==> config.mk <==
export PLATFORM = sky130hd
export DESIGN_NAME = fp_addsub_top
export DESIGN_NICKNAME = d
export VERILOG_FILES = /design/src/rtl/fp_pkg.sv /design/src/rtl/fp_addsub_top.sv /design/src/rtl/fp_round_pack.sv /design/src/rtl/fp_mant_addsub.sv /design/src/rtl/fp_align.sv /design/src/rtl/fp_special_case.sv /design/src/rtl/fp_lzc.sv
export SDC_FILE = /design/constraint.sdc
export NUM_CORES = 1
export LEC_CHECK = 0
export ABC_CLOCK_PERIOD_IN_PS = 12050
export BUFFER_PORTS_ARGS = -buffer_cell sky130_fd_sc_hd__buf_2
export CORE_ASPECT_RATIO = 1.25
export CORE_MARGIN = 4
export CORE_UTILIZATION = 55
export DETAILED_ROUTE_END_ITERATION = 12
export PLACE_DENSITY = 0.72
export SKIP_LAST_GASP = 1
export SLEW_MARGIN = 20
export SYNTH_ARGS = -nofsm -noshare
export SYNTH_HDL_FRONTEND = slang
export SYNTH_SLANG_ARGS = --single-unit
==> constraint.sdc <==
create_clock -name clk -period 12.05 [get_ports clk]
set_input_delay 1.205 -clock clk [delete_from_list [all_inputs] [get_ports clk]]
set_output_delay 1.205 -clock clk [all_outputs]
set_load 0.02 [all_outputs]
==> src/rtl/fp_pkg.sv <==
// fp_pkg: binary32 field layout, adder datapath widths and rounding-mode codes
package fp_pkg;

    // binary32 word layout
    localparam int FP_W     = 32;
    localparam int EXP_W    = 8;
    localparam int FRAC_W   = 23;
    localparam int QNAN_BIT = 22;

    // exponent codes, all ones marks infinity or nan
    localparam logic [EXP_W-1:0] EXP_MAX     = 8'hff;
    localparam logic [EXP_W-1:0] EXP_MAX_FIN = 8'hfe;

    localparam logic [FP_W-1:0] CANON_QNAN = 32'h7fc0_0000;

    // hidden bit, fraction, then guard, round and sticky positions
    localparam int ALIGN_W   = FRAC_W + 4;
    localparam int SUM_W     = ALIGN_W + 1;
    localparam int SHIFT_W   = 5;
    localparam int MAX_SHIFT = 24;

    // rounding modes
    localparam int RM_W = 3;
    localparam logic [RM_W-1:0] RNE = 3'd0;
    localparam logic [RM_W-1:0] RTZ = 3'd1;
    localparam logic [RM_W-1:0] RDN = 3'd2;
    localparam logic [RM_W-1:0] RUP = 3'd3;
    localparam logic [RM_W-1:0] RMM = 3'd4;

endpackage
==> src/rtl/fp_addsub_top.sv <==
`timescale 1ns/1ps
// fp_addsub_top: four-stage pipelined binary32 adder/subtractor
module fp_addsub_top (
    input  logic                    clk,
    input  logic                    rst,
    input  logic                    valid_in,
    input  logic [fp_pkg::FP_W-1:0] a,
    input  logic [fp_pkg::FP_W-1:0] b,
    input  logic [fp_pkg::RM_W-1:0] rmode,
    output logic [fp_pkg::FP_W-1:0] result,
    output logic                    overflow,
    output logic                    underflow,
    output logic                    inexact,
    output logic                    invalid,
    output logic                    valid_out
);
    import fp_pkg::*;

    // stage 1 to stage 2
    logic [FP_W-1:0] s_a, s_b, s_special_res;
    logic s_special, s_invalid, s_flushed, s_valid;
    logic [RM_W-1:0] s_rmode;

    // stage 2 to stage 3
    logic l_sign, sticky, sub;
    logic [EXP_W-1:0] l_exp;
    logic [FRAC_W:0] l_frac;
    logic [ALIGN_W-1:0] sm_aligned;
    logic [FP_W-1:0] a_special_res;
    logic a_special, a_invalid, a_flushed, a_valid;
    logic [RM_W-1:0] a_rmode;

    // stage 3 to stage 4
    logic [SUM_W-1:0] raw;
    logic m_sign, m_sticky, m_sub;
    logic [EXP_W-1:0] m_exp;
    logic [FP_W-1:0] m_special_res;
    logic m_special, m_invalid, m_flushed, m_valid;
    logic [RM_W-1:0] m_rmode;

    fp_special_case u_special (
        .clk           (clk),
        .rst           (rst),
        .valid_in      (valid_in),
        .a             (a),
        .b             (b),
        .rmode         (rmode),
        .s_a           (s_a),
        .s_b           (s_b),
        .s_special     (s_special),
        .s_special_res (s_special_res),
        .s_invalid     (s_invalid),
        .s_flushed     (s_flushed),
        .s_rmode       (s_rmode),
        .s_valid       (s_valid)
    );

    fp_align u_align (
        .clk           (clk),
        .rst           (rst),
        .s_a           (s_a),
        .s_b           (s_b),
        .s_special     (s_special),
        .s_special_res (s_special_res),
        .s_invalid     (s_invalid),
        .s_flushed     (s_flushed),
        .s_rmode       (s_rmode),
        .s_valid       (s_valid),
        .l_sign        (l_sign),
        .l_exp         (l_exp),
        .l_frac        (l_frac),
        .sm_aligned    (sm_aligned),
        .sticky        (sticky),
        .sub           (sub),
        .a_special     (a_special),
        .a_special_res (a_special_res),
        .a_invalid     (a_invalid),
        .a_flushed     (a_flushed),
        .a_rmode       (a_rmode),
        .a_valid       (a_valid)
    );

    fp_mant_addsub u_addsub (
        .clk           (clk),
        .rst           (rst),
        .l_sign        (l_sign),
        .l_exp         (l_exp),
        .l_frac        (l_frac),
        .sm_aligned    (sm_aligned),
        .sticky        (sticky),
        .sub           (sub),
        .a_special     (a_special),
        .a_special_res (a_special_res),
        .a_invalid     (a_invalid),
        .a_flushed     (a_flushed),
        .a_rmode       (a_rmode),
        .a_valid       (a_valid),
        .raw           (raw),
        .m_sign        (m_sign),
        .m_exp         (m_exp),
        .m_sticky      (m_sticky),
        .m_sub         (m_sub),
        .m_special     (m_special),
        .m_special_res (m_special_res),
        .m_invalid     (m_invalid),
        .m_flushed     (m_flushed),
        .m_rmode       (m_rmode),
        .m_valid       (m_valid)
    );

    fp_round_pack u_round (
        .clk           (clk),
        .rst           (rst),
        .raw           (raw),
        .m_sign        (m_sign),
        .m_exp         (m_exp),
        .m_sticky      (m_sticky),
        .m_sub         (m_sub),
        .m_special     (m_special),
        .m_special_res (m_special_res),
        .m_invalid     (m_invalid),
        .m_flushed     (m_flushed),
        .m_rmode       (m_rmode),
        .m_valid       (m_valid),
        .result        (result),
        .overflow      (overflow),
        .underflow     (underflow),
        .inexact       (inexact),
        .invalid       (invalid),
        .valid_out     (valid_out)
    );

endmodule

==> src/rtl/fp_round_pack.sv <==
`timescale 1ns/1ps
// fp_round_pack: adder stage 4, normalizes, rounds, saturates and registers the result
module fp_round_pack (
    input  logic                     clk,
    input  logic                     rst,
    input  logic [fp_pkg::SUM_W-1:0] raw,
    input  logic                     m_sign,
    input  logic [fp_pkg::EXP_W-1:0] m_exp,
    input  logic                     m_sticky,
    input  logic                     m_sub,
    input  logic                     m_special,
    input  logic [fp_pkg::FP_W-1:0]  m_special_res,
    input  logic                     m_invalid,
    input  logic                     m_flushed,
    input  logic [fp_pkg::RM_W-1:0]  m_rmode,
    input  logic                     m_valid,
    output logic [fp_pkg::FP_W-1:0]  result,
    output logic                     overflow,
    output logic                     underflow,
    output logic                     inexact,
    output logic                     invalid,
    output logic                     valid_out
);
    import fp_pkg::*;

    logic [SHIFT_W-1:0] lz, shift;
    logic carry, zero_diff, grs, round_up, sat_inf, exp_unf, exp_ovf;
    logic [ALIGN_W-1:0] norm;
    logic [FRAC_W-1:0] frac_n;
    logic [FRAC_W:0] frac_r;
    // two spare bits, the top one flags a negative exponent
    logic [EXP_W+1:0] exp_n, exp_r;
    logic g, r, s;
    logic [FP_W-1:0] res_c;
    logic ovf_c, unf_c, inx_c;

    fp_lzc u_lzc (
        .diff  (raw[ALIGN_W-1:0]),
        .count (lz)
    );

    // add carry shifts right by one, subtraction shifts left by the zero count
    assign carry     = ~m_sub & raw[SUM_W-1];
    assign zero_diff = m_sub & (raw[ALIGN_W-1:0] == '0);
    assign shift     = carry ? '0 : lz;
    assign norm      = carry ? raw[SUM_W-1:1] : raw[ALIGN_W-1:0] << shift;
    assign exp_n     = (EXP_W+2)'(m_exp) + (EXP_W+2)'(carry) - (EXP_W+2)'(shift);

    assign frac_n = norm[ALIGN_W-2 -: FRAC_W];
    assign g      = norm[2];
    assign r      = norm[1];
    assign s      = norm[0] | m_sticky | (carry & raw[0]);
    assign grs    = g | r | s;

    always_comb begin
        case (m_rmode)
            RNE:     round_up = g & (r | s | frac_n[0]);
            RDN:     round_up = m_sign & grs;
            RUP:     round_up = ~m_sign & grs;
            RMM:     round_up = g;
            default: round_up = 1'b0;
        endcase
    end

    // a fraction carry bumps the exponent, which may reach the all-ones code
    assign frac_r  = {1'b0, frac_n} + (FRAC_W+1)'(round_up);
    assign exp_r   = exp_n + (EXP_W+2)'(frac_r[FRAC_W]);
    assign exp_unf = exp_n[EXP_W+1] | (exp_n == '0);
    assign exp_ovf = exp_r >= (EXP_W+2)'(EXP_MAX);

    always_comb begin
        case (m_rmode)
            RNE, RMM: sat_inf = 1'b1;
            RUP:      sat_inf = ~m_sign;
            RDN:      sat_inf = m_sign;
            default:  sat_inf = 1'b0;
        endcase
    end

    always_comb begin
        ovf_c = 1'b0;
        unf_c = m_flushed;
        inx_c = 1'b0;
        if (m_special) begin
            res_c = m_special_res;
        end else if (zero_diff) begin
            res_c = {m_rmode == RDN, {FP_W-1{1'b0}}};
        end else if (exp_unf) begin
            res_c = {m_sign, {FP_W-1{1'b0}}};
            unf_c = 1'b1;
            inx_c = grs;
        end else if (exp_ovf) begin
            // infinity or the largest finite value, by mode and sign
            if (sat_inf) begin
                res_c = {m_sign, EXP_MAX, {FRAC_W{1'b0}}};
            end else begin
                res_c = {m_sign, EXP_MAX_FIN, {FRAC_W{1'b1}}};
            end
            ovf_c = 1'b1;
            inx_c = 1'b1;
        end else begin
            res_c = {m_sign, exp_r[EXP_W-1:0], frac_r[FRAC_W-1:0]};
            inx_c = grs;
        end
    end

    always_ff @(posedge clk or posedge rst) begin
        if (rst) begin
            result    <= '0;
            overflow  <= 1'b0;
            underflow <= 1'b0;
            inexact   <= 1'b0;
            invalid   <= 1'b0;
            valid_out <= 1'b0;
        end else begin
            result    <= res_c;
            overflow  <= ovf_c;
            underflow <= unf_c;
            inexact   <= inx_c;
            invalid   <= m_invalid;
            valid_out <= m_valid;
        end
    end

endmodule

==> src/rtl/fp_mant_addsub.sv <==
`timescale 1ns/1ps
// fp_mant_addsub: adder stage 3, adds or subtracts the aligned significands
module fp_mant_addsub (
    input  logic                       clk,
    input  logic                       rst,
    input  logic                       l_sign,
    input  logic [fp_pkg::EXP_W-1:0]   l_exp,
    input  logic [fp_pkg::FRAC_W:0]    l_frac,
    input  logic [fp_pkg::ALIGN_W-1:0] sm_aligned,
    input  logic                       sticky,
    input  logic                       sub,
    input  logic                       a_special,
    input  logic [fp_pkg::FP_W-1:0]    a_special_res,
    input  logic                       a_invalid,
    input  logic                       a_flushed,
    input  logic [fp_pkg::RM_W-1:0]    a_rmode,
    input  logic                       a_valid,
    output logic [fp_pkg::SUM_W-1:0]   raw,
    output logic                       m_sign,
    output logic [fp_pkg::EXP_W-1:0]   m_exp,
    output logic                       m_sticky,
    output logic                       m_sub,
    output logic                       m_special,
    output logic [fp_pkg::FP_W-1:0]    m_special_res,
    output logic                       m_invalid,
    output logic                       m_flushed,
    output logic [fp_pkg::RM_W-1:0]    m_rmode,
    output logic                       m_valid
);
    import fp_pkg::*;

    logic [ALIGN_W-1:0] l_sig;
    logic [ALIGN_W-1:0] diff_c;

    assign l_sig  = {l_frac, {ALIGN_W-FRAC_W-1{1'b0}}};
    // larger minus smaller never borrows
    assign diff_c = l_sig - sm_aligned;

    always_ff @(posedge clk or posedge rst) begin
        if (rst) begin
            raw           <= '0;
            m_sign        <= 1'b0;
            m_exp         <= '0;
            m_sticky      <= 1'b0;
            m_sub         <= 1'b0;
            m_special     <= 1'b0;
            m_special_res <= '0;
            m_invalid     <= 1'b0;
            m_flushed     <= 1'b0;
            m_rmode       <= '0;
            m_valid       <= 1'b0;
        end else begin
            raw           <= sub ? {1'b0, diff_c} : {1'b0, l_sig} + {1'b0, sm_aligned};
            m_sign        <= l_sign;
            m_exp         <= l_exp;
            m_sticky      <= sticky;
            m_sub         <= sub;
            m_special     <= a_special;
            m_special_res <= a_special_res;
            m_invalid     <= a_invalid;
            m_flushed     <= a_flushed;
            m_rmode       <= a_rmode;
            m_valid       <= a_valid;
        end
    end

endmodule

==> src/rtl/fp_align.sv <==
`timescale 1ns/1ps
// fp_align: adder stage 2, orders operands by magnitude and aligns the smaller significand
module fp_align (
    input  logic                     clk,
    input  logic                     rst,
    input  logic [fp_pkg::FP_W-1:0]  s_a,
    input  logic [fp_pkg::FP_W-1:0]  s_b,
    input  logic                     s_special,
    input  logic [fp_pkg::FP_W-1:0]  s_special_res,
    input  logic                     s_invalid,
    input  logic                     s_flushed,
    input  logic [fp_pkg::RM_W-1:0]  s_rmode,
    input  logic                     s_valid,
    output logic                     l_sign,
    output logic [fp_pkg::EXP_W-1:0] l_exp,
    output logic [fp_pkg::FRAC_W:0]  l_frac,
    output logic [fp_pkg::ALIGN_W-1:0] sm_aligned,
    output logic                     sticky,
    output logic                     sub,
    output logic                     a_special,
    output logic [fp_pkg::FP_W-1:0]  a_special_res,
    output logic                     a_invalid,
    output logic                     a_flushed,
    output logic [fp_pkg::RM_W-1:0]  a_rmode,
    output logic                     a_valid
);
    import fp_pkg::*;

    logic a_larger, far;
    logic [FP_W-1:0] lg, sm;
    logic [EXP_W-1:0] exp_diff;
    logic [SHIFT_W-1:0] shamt;
    logic [ALIGN_W+MAX_SHIFT-1:0] wide;

    // ties on the exponent go to the larger or equal fraction
    assign a_larger = (s_a[FP_W-2 -: EXP_W] > s_b[FP_W-2 -: EXP_W]) |
                      ((s_a[FP_W-2 -: EXP_W] == s_b[FP_W-2 -: EXP_W]) &
                       (s_a[FRAC_W-1:0] >= s_b[FRAC_W-1:0]));
    assign lg       = a_larger ? s_a : s_b;
    assign sm       = a_larger ? s_b : s_a;
    assign exp_diff = lg[FP_W-2 -: EXP_W] - sm[FP_W-2 -: EXP_W];

    // beyond the shift limit the whole significand lands in sticky
    assign far   = exp_diff > MAX_SHIFT;
    assign shamt = far ? SHIFT_W'(MAX_SHIFT) : exp_diff[SHIFT_W-1:0];
    assign wide  = {1'b1, sm[FRAC_W-1:0], {ALIGN_W-FRAC_W-1{1'b0}}, {MAX_SHIFT{1'b0}}} >> shamt;

    always_ff @(posedge clk or posedge rst) begin
        if (rst) begin
            l_sign        <= 1'b0;
            l_exp         <= '0;
            l_frac        <= '0;
            sm_aligned    <= '0;
            sticky        <= 1'b0;
            sub           <= 1'b0;
            a_special     <= 1'b0;
            a_special_res <= '0;
            a_invalid     <= 1'b0;
            a_flushed     <= 1'b0;
            a_rmode       <= '0;
            a_valid       <= 1'b0;
        end else begin
            l_sign        <= lg[FP_W-1];
            l_exp         <= lg[FP_W-2 -: EXP_W];
            l_frac        <= {1'b1, lg[FRAC_W-1:0]};
            sm_aligned    <= far ? '0 : wide[ALIGN_W+MAX_SHIFT-1 -: ALIGN_W];
            sticky        <= far | (|wide[MAX_SHIFT-1:0]);
            sub           <= s_a[FP_W-1] ^ s_b[FP_W-1];
            a_special     <= s_special;
            a_special_res <= s_special_res;
            a_invalid     <= s_invalid;
            a_flushed     <= s_flushed;
            a_rmode       <= s_rmode;
            a_valid       <= s_valid;
        end
    end

endmodule

==> src/rtl/fp_special_case.sv <==
`timescale 1ns/1ps
// fp_special_case: adder stage 1, classifies operands and forms the special-case result
module fp_special_case (
    input  logic                    clk,
    input  logic                    rst,
    input  logic                    valid_in,
    input  logic [fp_pkg::FP_W-1:0] a,
    input  logic [fp_pkg::FP_W-1:0] b,
    input  logic [fp_pkg::RM_W-1:0] rmode,
    output logic [fp_pkg::FP_W-1:0] s_a,
    output logic [fp_pkg::FP_W-1:0] s_b,
    output logic                    s_special,
    output logic [fp_pkg::FP_W-1:0] s_special_res,
    output logic                    s_invalid,
    output logic                    s_flushed,
    output logic [fp_pkg::RM_W-1:0] s_rmode,
    output logic                    s_valid
);
    import fp_pkg::*;

    logic a_max, b_max, a_zd, b_zd;
    logic a_inf, b_inf, a_qnan, b_qnan, a_snan, b_snan, a_den, b_den;
    logic sp;
    logic [FP_W-1:0] sp_res;

    // exponent all ones or all zeros, then split on the fraction
    assign a_max  = a[FP_W-2 -: EXP_W] == EXP_MAX;
    assign b_max  = b[FP_W-2 -: EXP_W] == EXP_MAX;
    assign a_zd   = a[FP_W-2 -: EXP_W] == '0;
    assign b_zd   = b[FP_W-2 -: EXP_W] == '0;
    assign a_inf  = a_max & ~(|a[FRAC_W-1:0]);
    assign b_inf  = b_max & ~(|b[FRAC_W-1:0]);
    assign a_qnan = a_max & a[QNAN_BIT];
    assign b_qnan = b_max & b[QNAN_BIT];
    assign a_snan = a_max & ~a[QNAN_BIT] & (|a[FRAC_W-1:0]);
    assign b_snan = b_max & ~b[QNAN_BIT] & (|b[FRAC_W-1:0]);
    assign a_den  = a_zd & (|a[FRAC_W-1:0]);
    assign b_den  = b_zd & (|b[FRAC_W-1:0]);

    // priority: qnan, snan, inf pair, single inf, zero pair, single zero
    always_comb begin
        sp     = 1'b1;
        sp_res = '0;
        if (a_qnan) begin
            sp_res = a;
        end else if (b_qnan) begin
            sp_res = b;
        end else if (a_snan) begin
            sp_res = {a[FP_W-1:QNAN_BIT+1], 1'b1, a[QNAN_BIT-1:0]};
        end else if (b_snan) begin
            sp_res = {b[FP_W-1:QNAN_BIT+1], 1'b1, b[QNAN_BIT-1:0]};
        end else if (a_inf & b_inf) begin
            sp_res = (a[FP_W-1] == b[FP_W-1]) ? a : CANON_QNAN;
        end else if (a_inf) begin
            sp_res = a;
        end else if (b_inf) begin
            sp_res = b;
        end else if (a_zd & b_zd) begin
            // opposite-signed zeros give -0 only when rounding down
            if (a[FP_W-1] == b[FP_W-1]) begin
                sp_res = {a[FP_W-1], {FP_W-1{1'b0}}};
            end else begin
                sp_res = {rmode == RDN, {FP_W-1{1'b0}}};
            end
        end else if (a_zd) begin
            sp_res = b;
        end else if (b_zd) begin
            sp_res = a;
        end else begin
            sp = 1'b0;
        end
    end

    always_ff @(posedge clk or posedge rst) begin
        if (rst) begin
            s_a           <= '0;
            s_b           <= '0;
            s_special     <= 1'b0;
            s_special_res <= '0;
            s_invalid     <= 1'b0;
            s_flushed     <= 1'b0;
            s_rmode       <= '0;
            s_valid       <= 1'b0;
        end else begin
            // denormals go on as zero of the same sign
            s_a           <= a_den ? {a[FP_W-1], {FP_W-1{1'b0}}} : a;
            s_b           <= b_den ? {b[FP_W-1], {FP_W-1{1'b0}}} : b;
            s_special     <= sp;
            s_special_res <= sp_res;
            s_invalid     <= a_snan | b_snan | (a_inf & b_inf & (a[FP_W-1] ^ b[FP_W-1]));
            s_flushed     <= a_den | b_den;
            s_rmode       <= rmode;
            s_valid       <= valid_in;
        end
    end

endmodule

==> src/rtl/fp_lzc.sv <==
`timescale 1ns/1ps
// fp_lzc: leading-zero count of the difference, gives the normalization left shift
module fp_lzc (
    input  logic [fp_pkg::ALIGN_W-1:0] diff,
    output logic [fp_pkg::SHIFT_W-1:0] count
);
    import fp_pkg::*;

    // scan upward so the highest set bit decides, all zeros gives ALIGN_W
    always_comb begin
        count = SHIFT_W'(ALIGN_W);
        for (int i = 0; i < ALIGN_W; i++) begin
            if (diff[i]) begin
                count = SHIFT_W'(ALIGN_W - 1 - i);
            end
        end
    end

endmodule

==> impl_metrics.csv, run 1 <==
group,metric,value,unit
detailed_routing,route.detailed.drc,0,
clock_tree,cts_resized,0,
worst_hold_path,min_to,"u_addsub.m_special_res[16]$_DFF_PP0_",
logic_synthesis,synth-compound-area-share,22.24,%
global_route,grt_pass1_wl,90990,µm
finish,drive_gt1_share,11.09,%
clock_tree,clock_sinks,319,
sta,period_share,78.32,%
critical_path,ff2ff_setup_slack,2.61,ns
global_route,first_global_vias,15780,
critical_path,worstPathArrival,9.86,ns
status,outcome,"finished, final reports clean",
worst_hold_path,hold_start,"u_align.a_special_res[16]$_DFF_PP0_",
power,vdd_drop_max,0.1216,mV
finish,fillCellCount,2813,
logic_synthesis,synth_xor_area_share,3.004,%
clock_tree,path_clk_slew,0.07,ns
clock_tree,cts_inserted_buffers,31,
critical_path,endpoint_kind,"flip-flop",
detailed_routing,first_iter_violations,1757,
logic_synthesis,syn_area,18660,µm²
worst_hold_path,holdPathStages,0,
die,dieWidth,172.7,µm
run,maxCapViolations,0,
sta,skew,0.02015,ns
clock_tree,post_cts_buffers,0,
critical_path,max_stage_delay,0.75,ns
critical_path,cp_top_family,"simple AND/OR/NAND/NOR gates",
die,start_util,55.69,%
critical_path,r2r_cells,32,
critical_path,worstPathMaxFanout,27,
sta,rsz0062_at_grt,"false",
logic_synthesis,synth_warnings,0,
finish,multi_input_area,9777,µm²
logic_synthesis,synth_cells,2042,
sta,drv_slew,0,
clock_tree,insertion_delay,0.58,ns
die,fp.coreArea,33500,µm²
critical_path,critPathKind,"flip-flop to flip-flop",
logic_synthesis,synth_top_family_by_area,"compound AO/OA/AOI/OAI gates",
sta,fmax,106.0,MHz
logic_synthesis,ys_types,96,
sta,tns,0,ns
sta,finalCriticalPeriod,9.437,ns
finish,final_common_cell,"dfrtp_1",
finish,syn2layout_area_growth,10.84,%
clock_tree,cts_max_path_buffers,3,
finish,final_cell_mix,"dfrtp_1 (319), nand2_1 (179), nor2_1 (179), o21ai_0 (167), a21oi_1 (125)",
critical_path,worstPathRequired,12.47,ns
detailed_routing,avgViaCountPerCell,6.360,
sta,hold_viol,0,
die,die_area,36950,µm²
sta,setup_viol,0,
critical_path,worstSetupStartpointType,"flip-flop",
detailed_routing,dr.pass1.iters,6,
logic_synthesis,syn_area_per_cell,9.136,µm²
die,die_h,213.9,µm
critical_path,cp_num_buf_inv,4,
placement,dpl.cell_count,2484,
logic_synthesis,yosys.area_share.simple,17.01,%
global_route,grt_max_degree,109,
global_route,grt_usage,31.09,%
critical_path,r2r_start,"u_addsub.m_sub$_DFF_PP0_",
logic_synthesis,synth_seq_cells,319,
detailed_routing,wl_per_cell,23.21,µm
power,power_density,199.6,nW/µm²
sta,max_slew_margin,33.68,%
critical_path,worst_path_max_delay_cell,"a31o_2",
power,p_leak,9.352,nW
detailed_routing,vias,16170,
die,core.rowCount,75,
worst_hold_path,hp-class,"flip-flop to flip-flop",
logic_synthesis,synth-async-reset-ratio,100.0,%
clock_tree,tritoncts,"yes",
finish,fin_cells,2543,
clock_tree,hold_buffers,0,
logic_synthesis,synth_fp_nets,2206,
die,ios,107,
critical_path,timing.rr.end,"u_round.result[20]$_DFF_PP0_",
sta,tightest_slew,0.9872,ns
detailed_routing,ant_nets,0,
detailed_routing,totalWireLength,59020,µm
logic_synthesis,ys.flop_type,"dfrtp_1",
global_route,antenna_found_initial,1,
logic_synthesis,synth_seq_area_share,42.79,%
critical_path,path_common_cell,"nor3_1",
global_route,overflow,0,
logic_synthesis,synth_adder_area_share,6.385,%
logic_synthesis,synth_edf_count,0,
finish,nNetsFinal,2258,
placement,hpwl,44710,µm
logic_synthesis,synthMuxAreaShare,3.568,%
placement,portBuffers,106,
placement,place.gp.congestion,1.010,
clock_tree,root_buffer,"clkbuf_16",
finish,regArea,7983,µm²
clock_tree,htree_levels,1,
[synth_stat cells, types with 34 or more instances]
cell | instances | area share (%)
a21oi_1 | 126 | 3.4
nand3_1 | 44 | 1.2
o21ai_0 | 167 | 4.5
clkbuf_1 | 84 | 1.7
nand2_1 | 179 | 3.6
ha_1 | 92 | 6.2
mux2i_1 | 62 | 3.3
inv_1 | 125 | 2.5
nor2_1 | 179 | 3.6
nor3_1 | 34 | 0.91
and2_1 | 60 | 2.0
xnor2_1 | 38 | 1.8
dfrtp_1 | 319 | 43
a211oi_1 | 34 | 1.4
[logic make-up after synthesis]
logic type | Yosys count
compound gates | 611
xor+xnor | 64
flops | 319
other cells | 1
buf+inv | 239
fa+ha+maj | 94
mux | 66
simple gates | 648
[worst max path at each step]
stage | cells past startpoint | end | slack (ns) | start
5_1_grt | 32 | u_round.result[4]$_DFF_PP0_ | 1.93 | u_addsub.m_sub$_DFF_PP0_
3_5_place_dp | 32 | u_round.result[4]$_DFF_PP0_ | 2.90 | u_addsub.m_sub$_DFF_PP0_
4_1_cts | 32 | u_round.result[14]$_DFF_PP0_ | 2.90 | u_addsub.m_sub$_DFF_PP0_
6_report | 32 | u_round.result[20]$_DFF_PP0_ | 2.61 | u_addsub.m_sub$_DFF_PP0_
2_1_floorplan | 1 | u_addsub.m_exp[0]$_DFF_PP0_ | 2.02 | rst
3_3_place_gp | 32 | u_round.result[18]$_DFF_PP0_ | 3.18 | u_addsub.raw[27]$_DFF_PP0_
[registers in the layout (all words and copies together), names as in the netlist, 3 cells and up]
signal and flops:
u_special.s_a 32, u_addsub.raw 28, u_align.sm_aligned 27, u_align.l_exp 8, u_align.a_special_res 32, u_addsub.m_rmode 3
u_align.a_rmode 3, u_align.l_frac 24, u_addsub.m_exp 8, u_round.result 32, u_special.s_rmode 3, u_special.s_special_res 32
u_addsub.m_special_res 32, u_special.s_b 32
[per-layer routing]
metal,vias up,track usage (%),wire length (µm)
met5,-,0,8
met4,2,17.27,3904
met3,189,2.894,3393
met2,754,51.69,27950
met1,7779,40.34,23760
li1,7450,-,-
[power breakdown]
part	internal, mW	total [mW]	switching [mW]
Sequential	1.21	1.34	0.134
Combinational	0.564	1.68	1.12
Clock	0.660	1.11	0.446
Total	2.43	4.13	1.70
[layout make-up]
class                   count  share of cell area, %
diodes                      1                0.01210
clock inverters            26                  1.912
flip-flops and latches    319                  38.60
clock buffers              32                  3.818
inverters                 128                  2.360
multi-input cells        1484                  47.28
repair buffers            130                  3.455
well taps                 423                  2.559
[stage by stage]
step	hold slack (ns)	worst slack [ns]	utilization (%)	cell area [µm²]	power, mW
CTS	0.3434	2.900	61.71	20670	4.101
global route	0.3526	1.934	61.72	20680	4.334
detailed placement	0.3347	2.898	58.17	19490	2.990
floorplan	0.3312	2.017	-	18660	2.461
finish	0.3448	2.613	61.73	20680	4.127
global placement	0.3321	3.182	58.17	19490	2.980
Note: power is estimated with default switching activity, not from simulation.
==> run 2, diff against run 1 <==
- ABC_CLOCK_PERIOD_IN_PS: 12050 -> 7650
- PLACE_DENSITY: 0.72 -> 0.75
- clock period: 12.05 -> 7.65 ns (I/O delays scaled with it)
==> impl_metrics.csv, run 2 (synthesis results as in run 1) <==
group,metric,value,unit
die,core.rowCount,75,
status,outcome,"finished, final reports clean",
clock_tree,hold_buffers,0,
power,power_density,309.5,nW/µm²
clock_tree,tritoncts,"yes",
power,p_switching,2.725,mW
finish,final_cell_mix,"dfrtp_1 (319), nand2_1 (179), nor2_1 (179), o21ai_0 (167), a21oi_1 (125)",
global_route,grt_pass1_wl,95860,µm
die,die_h,213.9,µm
global_route,antenna_found_initial,5,
detailed_routing,wl_per_cell,24.25,µm
detailed_routing,ant_nets,0,
critical_path,endpoint_kind,"flip-flop",
critical_path,worstSetupStartpointType,"flip-flop",
placement,hpwl,47590,µm
sta,tns,0,ns
critical_path,worstPathArrival,7.52,ns
finish,fin_cells,2573,
sta,finalCriticalPeriod,7.069,ns
sta,skew,0.04293,ns
global_route,grt_usage,32.84,%
placement,portBuffers,106,
power,vdd_drop_max,0.1851,mV
sta,period_share,92.40,%
power,p_clk_share,24.0,%
detailed_routing,dr.pass1.iters,6,
die,ios,107,
critical_path,worstPathMaxFanout,23,
power,swShare,42.23,%
global_route,overflow,0,
die,fp.coreArea,33500,µm²
power,pwr-share-seq,32.8,%
critical_path,startpoint,"u_addsub.raw[3]$_DFF_PP0_",
clock_tree,clock_sinks,319,
finish,fin_util,62.21,%
finish,nNetsFinal,2290,
critical_path,worstPathRequired,8.10,ns
global_route,first_global_vias,16420,
finish,fillCellCount,2792,
finish,final_area,20840,µm²
sta,max_slew_margin,33.70,%
sta,rsz0062_at_grt,"false",
sta,fin_hold_ws,0.1142,ns
die,dieWidth,172.7,µm
die,start_util,55.69,%
placement,place.gp.congestion,1.008,
placement,placed_cell_area,19770,µm²
sta,tightest_slew,0.9945,ns
detailed_routing,first_iter_violations,1642,
detailed_routing,totalWireLength,62400,µm
placement,dpl.cell_count,2517,
detailed_routing,route.detailed.drc,0,
clock_tree,cts_max_path_buffers,3,
die,die_area,36950,µm²
sta,setup_ws,0.5810,ns
finish,final_common_cell,"dfrtp_1",
worst_hold_path,hp-class,"primary input to asynchronous set/reset pin",
clock_tree,root_buffer,"clkbuf_16",
finish,drive_gt1_share,12.37,%
detailed_routing,vias,16760,
clock_tree,cts_inserted_buffers,30,
placement,pre_cts_slack,0.4721,ns
critical_path,critPathKind,"flip-flop to flip-flop",
run,maxCapViolations,0,
finish,antennaDiodeCount,0,
power,p_comb_share,43.2,%
sta,setup_viol,0,
finish,syn2layout_area_growth,11.72,%
clock_tree,path_clk_slew,0.07,ns
detailed_routing,avgViaCountPerCell,6.513,
power,p_leak,9.459,nW
clock_tree,htree_levels,1,
clock_tree,insertion_delay,0.59,ns
sta,drv_slew,0,
global_route,grt_max_degree,176,
power,internal_power,3.727,mW
sta,fmax,141.5,MHz
sta,hold_viol,0,
critical_path,r2r_start,"u_addsub.raw[3]$_DFF_PP0_",
power,power,6.451,mW
==> run 2: changes by cell type in the layout (fill, tap and decap cells not counted), moves of 2 or more <==
cell | before | now
bufinv_16 | 8 | 3
clkbuf_1 | 0 | 3
buf_4 | 23 | 54
inv_8 | 3 | 1
buf_12 | 0 | 3
clkbuf_8 | 1 | 4
clkinv_4 | 1 | 4
==> run 2: power by group through the flow <==
| stage | Clock (mW) | Sequential, mW | Combinational (mW) |
|---|---|---|---|
| 3_3_place_gp | 0 | 2.13 | 2.69 |
| 5_1_grt | 1.65 | 2.13 | 2.99 |
| 4_1_cts | 1.57 | 2.10 | 2.71 |
| 6_report | 1.55 | 2.12 | 2.79 |
| 2_1_floorplan | 0 | 2.15 | 1.72 |
| 3_5_place_dp | 0 | 2.13 | 2.69 |
==> run 2: area by class of cell <==
| type | instances | area [µm²] | share of cell area (%) |
|---|---|---|---|
| Multi-Input combinational cell | 1484 | 9799 | 47.02 |
| Tap cell | 423 | 529.3 | 2.539 |
| Inverter | 128 | 484.2 | 2.323 |
| Timing Repair Buffer | 163 | 996.0 | 4.778 |
| Clock buffer | 37 | 817.0 | 3.920 |
| Clock inverter | 19 | 234.0 | 1.123 |
| Sequential cell | 319 | 7983 | 38.30 |
==> run 2: critical path, cell delays in order (launching register included) <==
cell and delay (ns):
dfrtp_1 0.42, inv_1 0.17, o21ai_0 0.12, a21oi_1 0.16, o21bai_1 0.09, a21oi_1 0.16, o21bai_1 0.09, a2111o_1 0.52
a31o_4 0.36, or3_1 0.43, o21ai_0 0.40, o31ai_1 0.18, o21ai_0 0.75, nand4_1 0.35, nor3_1 0.39, nor3b_2 0.31
ha_1 0.21, ha_1 0.19, nand3_1 0.11, xor2_1 0.17, inv_1 0.08, and4_1 0.19, a21oi_1 0.06, o41ai_2 0.43
nor2b_1 0.18, nand2b_1 0.16, buf_12 0.16, o21ai_0 0.12
==> run 2: worst paths after layout <==
kind | to | slack, ns | cells after the start
max | u_round.result[0]$_DFF_PP0_ | 0.58 | 27
min | u_special.s_valid$_DFF_PP0_ | 0.11 | 2
max reg2reg | u_round.result[0]$_DFF_PP0_ | 0.58 | 27
min reg2reg | u_addsub.m_special_res[14]$_DFF_PP0_ | 0.32 | 0
max in group asynchronous | u_special.s_special_res[25]$_DFF_PP0_ | 5.61 | 4
min in group clk | u_special.s_valid$_DFF_PP0_ | 0.28 | 1
==> run 2: repair_timing <==
action,CTS,global route
gates resized for setup,0,4
endpoints found under the setup margin,0,33
setup buffers,0,0
==> run 2: metal layers <==
metal  part of all wire, %  GRT usage [%]
met5                  0.11              0
met4                   6.4          16.93
met3                   6.7          3.795
met2                    48          55.88
met1                    39          41.57
==> run 3, diff against run 2 <==
- CTS_BUF_LIST: not set -> sky130_fd_sc_hd__clkbuf_8 sky130_fd_sc_hd__clkbuf_16
- CTS_CLUSTER_SIZE: not set -> 40
==> impl_metrics.csv, run 3 (synthesis results as in run 1) <==
group,metric,value,unit
sta,setup_viol,0,
critical_path,cp_top_family,"compound AO/OA/AOI/OAI gates",
global_route,grt_max_degree,176,
clock_tree,cts_resized,0,
placement,place.gp.congestion,1.008,
finish,antennaDiodeCount,0,
global_route,overflow,0,
placement,portBuffers,106,
finish,final_cell_mix,"dfrtp_1 (319), nand2_1 (179), nor2_1 (179), o21ai_0 (167), inv_1 (127)",
placement,hpwl,47590,µm
critical_path,startpoint,"u_addsub.raw[3]$_DFF_PP0_",
detailed_routing,dr.pass1.iters,7,
global_route,antenna_found_initial,5,
finish,fillCellCount,2792,
die,dieWidth,172.7,µm
sta,skew,0.04420,ns
sta,hold_viol,0,
global_route,first_global_vias,16420,
critical_path,r2r_start,"u_addsub.raw[3]$_DFF_PP0_",
clock_tree,hold_buffers,0,
sta,period_share,91.93,%
critical_path,worstSetupStartpointType,"flip-flop",
critical_path,cp_num_buf_inv,3,
clock_tree,cts_max_path_buffers,3,
critical_path,worstPathRequired,8.10,ns
die,die_area,36950,µm²
sta,fmax,142.2,MHz
detailed_routing,first_iter_violations,1621,
die,start_util,55.69,%
critical_path,timing.rr.end,"u_round.result[0]$_DFF_PP0_",
critical_path,ff2ff_setup_slack,0.62,ns
detailed_routing,route.detailed.drc,0,
finish,drive_gt1_share,12.37,%
clock_tree,post_cts_buffers,0,
critical_path,cp.depth,27,
sta,drv_slew,0,
detailed_routing,wl_per_cell,24.22,µm
finish,syn2layout_area_growth,11.72,%
die,fp.coreArea,33500,µm²
critical_path,endpoint_kind,"flip-flop",
detailed_routing,vias,16760,
power,power,6.442,mW
critical_path,worstPathArrival,7.48,ns
finish,final_common_cell,"dfrtp_1",
die,die_h,213.9,µm
clock_tree,htree_levels,1,
power,vdd_drop_max,0.1856,mV
critical_path,worst_path_max_delay_cell,"o21ai_0",
worst_hold_path,hp-class,"primary input to asynchronous set/reset pin",
critical_path,critPathKind,"flip-flop to flip-flop",
sta,rsz0062_at_grt,"false",
global_route,grt_usage,32.84,%
clock_tree,clock_sinks,319,
clock_tree,insertion_delay,0.59,ns
power,power_density,309.1,nW/µm²
critical_path,worstPathMaxFanout,23,
critical_path,r2r_cells,27,
sta,tightest_slew,0.9943,ns
clock_tree,tritoncts,"yes",
clock_tree,cts_inserted_buffers,30,
die,ios,107,
sta,max_slew_margin,33.72,%
placement,placed_cell_area,19770,µm²
power,p_leak,9.471,nW
finish,final_area,20840,µm²
detailed_routing,ant_nets,0,
detailed_routing,avgViaCountPerCell,6.512,
sta,tns,0,ns
finish,nNetsFinal,2290,
clock_tree,root_buffer,"clkbuf_16",
die,core.rowCount,75,
critical_path,path_common_cell,"o21ai_0",
sta,finalCriticalPeriod,7.033,ns
critical_path,max_stage_delay,0.74,ns
critical_path,endpoint,"u_round.result[0]$_DFF_PP0_",
detailed_routing,totalWireLength,62310,µm
clock_tree,path_clk_slew,0.07,ns
run,maxCapViolations,0,
status,outcome,"finished, final reports clean",
global_route,grt_pass1_wl,95860,µm
sta,fin_hold_ws,0.1141,ns
[run 3: layout make-up]
type / count / area [µm²] / area share [%]
Multi-Input combinational cell: 1484 / 9799 / 47.02
Sequential cell: 319 / 7983 / 38.30
Timing Repair Buffer: 163 / 996.0 / 4.778
Clock buffer: 34 / 805.8 / 3.866
Tap cell: 423 / 529.3 / 2.539
Inverter: 128 / 484.2 / 2.323
Clock inverter: 22 / 245.2 / 1.177
[run 3: worst min-delay path by stage]
| stage | end | slack, ns | cells after the start |
|---|---|---|---|
| after floorplan | u_addsub.m_exp[0]$_DFF_PP0_ | 0.33 | 0 |
| after detailed placement | u_addsub.m_special_res[21]$_DFF_PP0_ | 0.33 | 0 |
| after global placement | u_addsub.m_special_res[24]$_DFF_PP0_ | 0.33 | 0 |
| after CTS | u_align.a_valid$_DFF_PP0_ | 0.10 | 2 |
| final | u_special.s_valid$_DFF_PP0_ | 0.11 | 2 |
| after global routing | u_special.s_valid$_DFF_PP0_ | 0.12 | 2 |
[run 3: metal layers]
metal / GRT usage [%] / vias to the layer above / share of wire, %
met1: 41.57 / 8117 / 39
li1: - / 7507 / -
met5: 0 / - / 0.11
met4: 16.93 / 10 / 6.4
met2: 55.88 / 886 / 48
met3: 3.795 / 236 / 6.5
[run 3: worst reg2reg max path: cells and delay by family, from the launching register on]
| family | cells | cell delay, ns |
|---|---|---|
| fa+ha+maj | 2 | 0.40 |
| xor+xnor | 1 | 0.17 |
| buf+inv | 3 | 0.42 |
| flops | 1 | 0.42 |
| simple gates | 8 | 2.09 |
| compound gates | 13 | 3.43 |
[run 3: report_power, final]
part           switching (mW)  total (mW)  internal (mW)
sequential              0.214        2.12           1.90
combinational            1.83        2.78          0.950
clock                   0.673        1.55          0.872
total                    2.72        6.44           3.72
[run 3: per-stage QoR]
step / worst slack [ns] / utilization, % / std cells
after global placement: 0.5147 / 59.01 / 2517
final: 0.6174 / 62.21 / 2573
after detailed placement: 0.4721 / 59.01 / 2517
after floorplan: 0.5228 / - / 2042
after global routing: 0.02825 / 62.21 / 2573
after CTS: 0.4312 / 62.15 / 2573
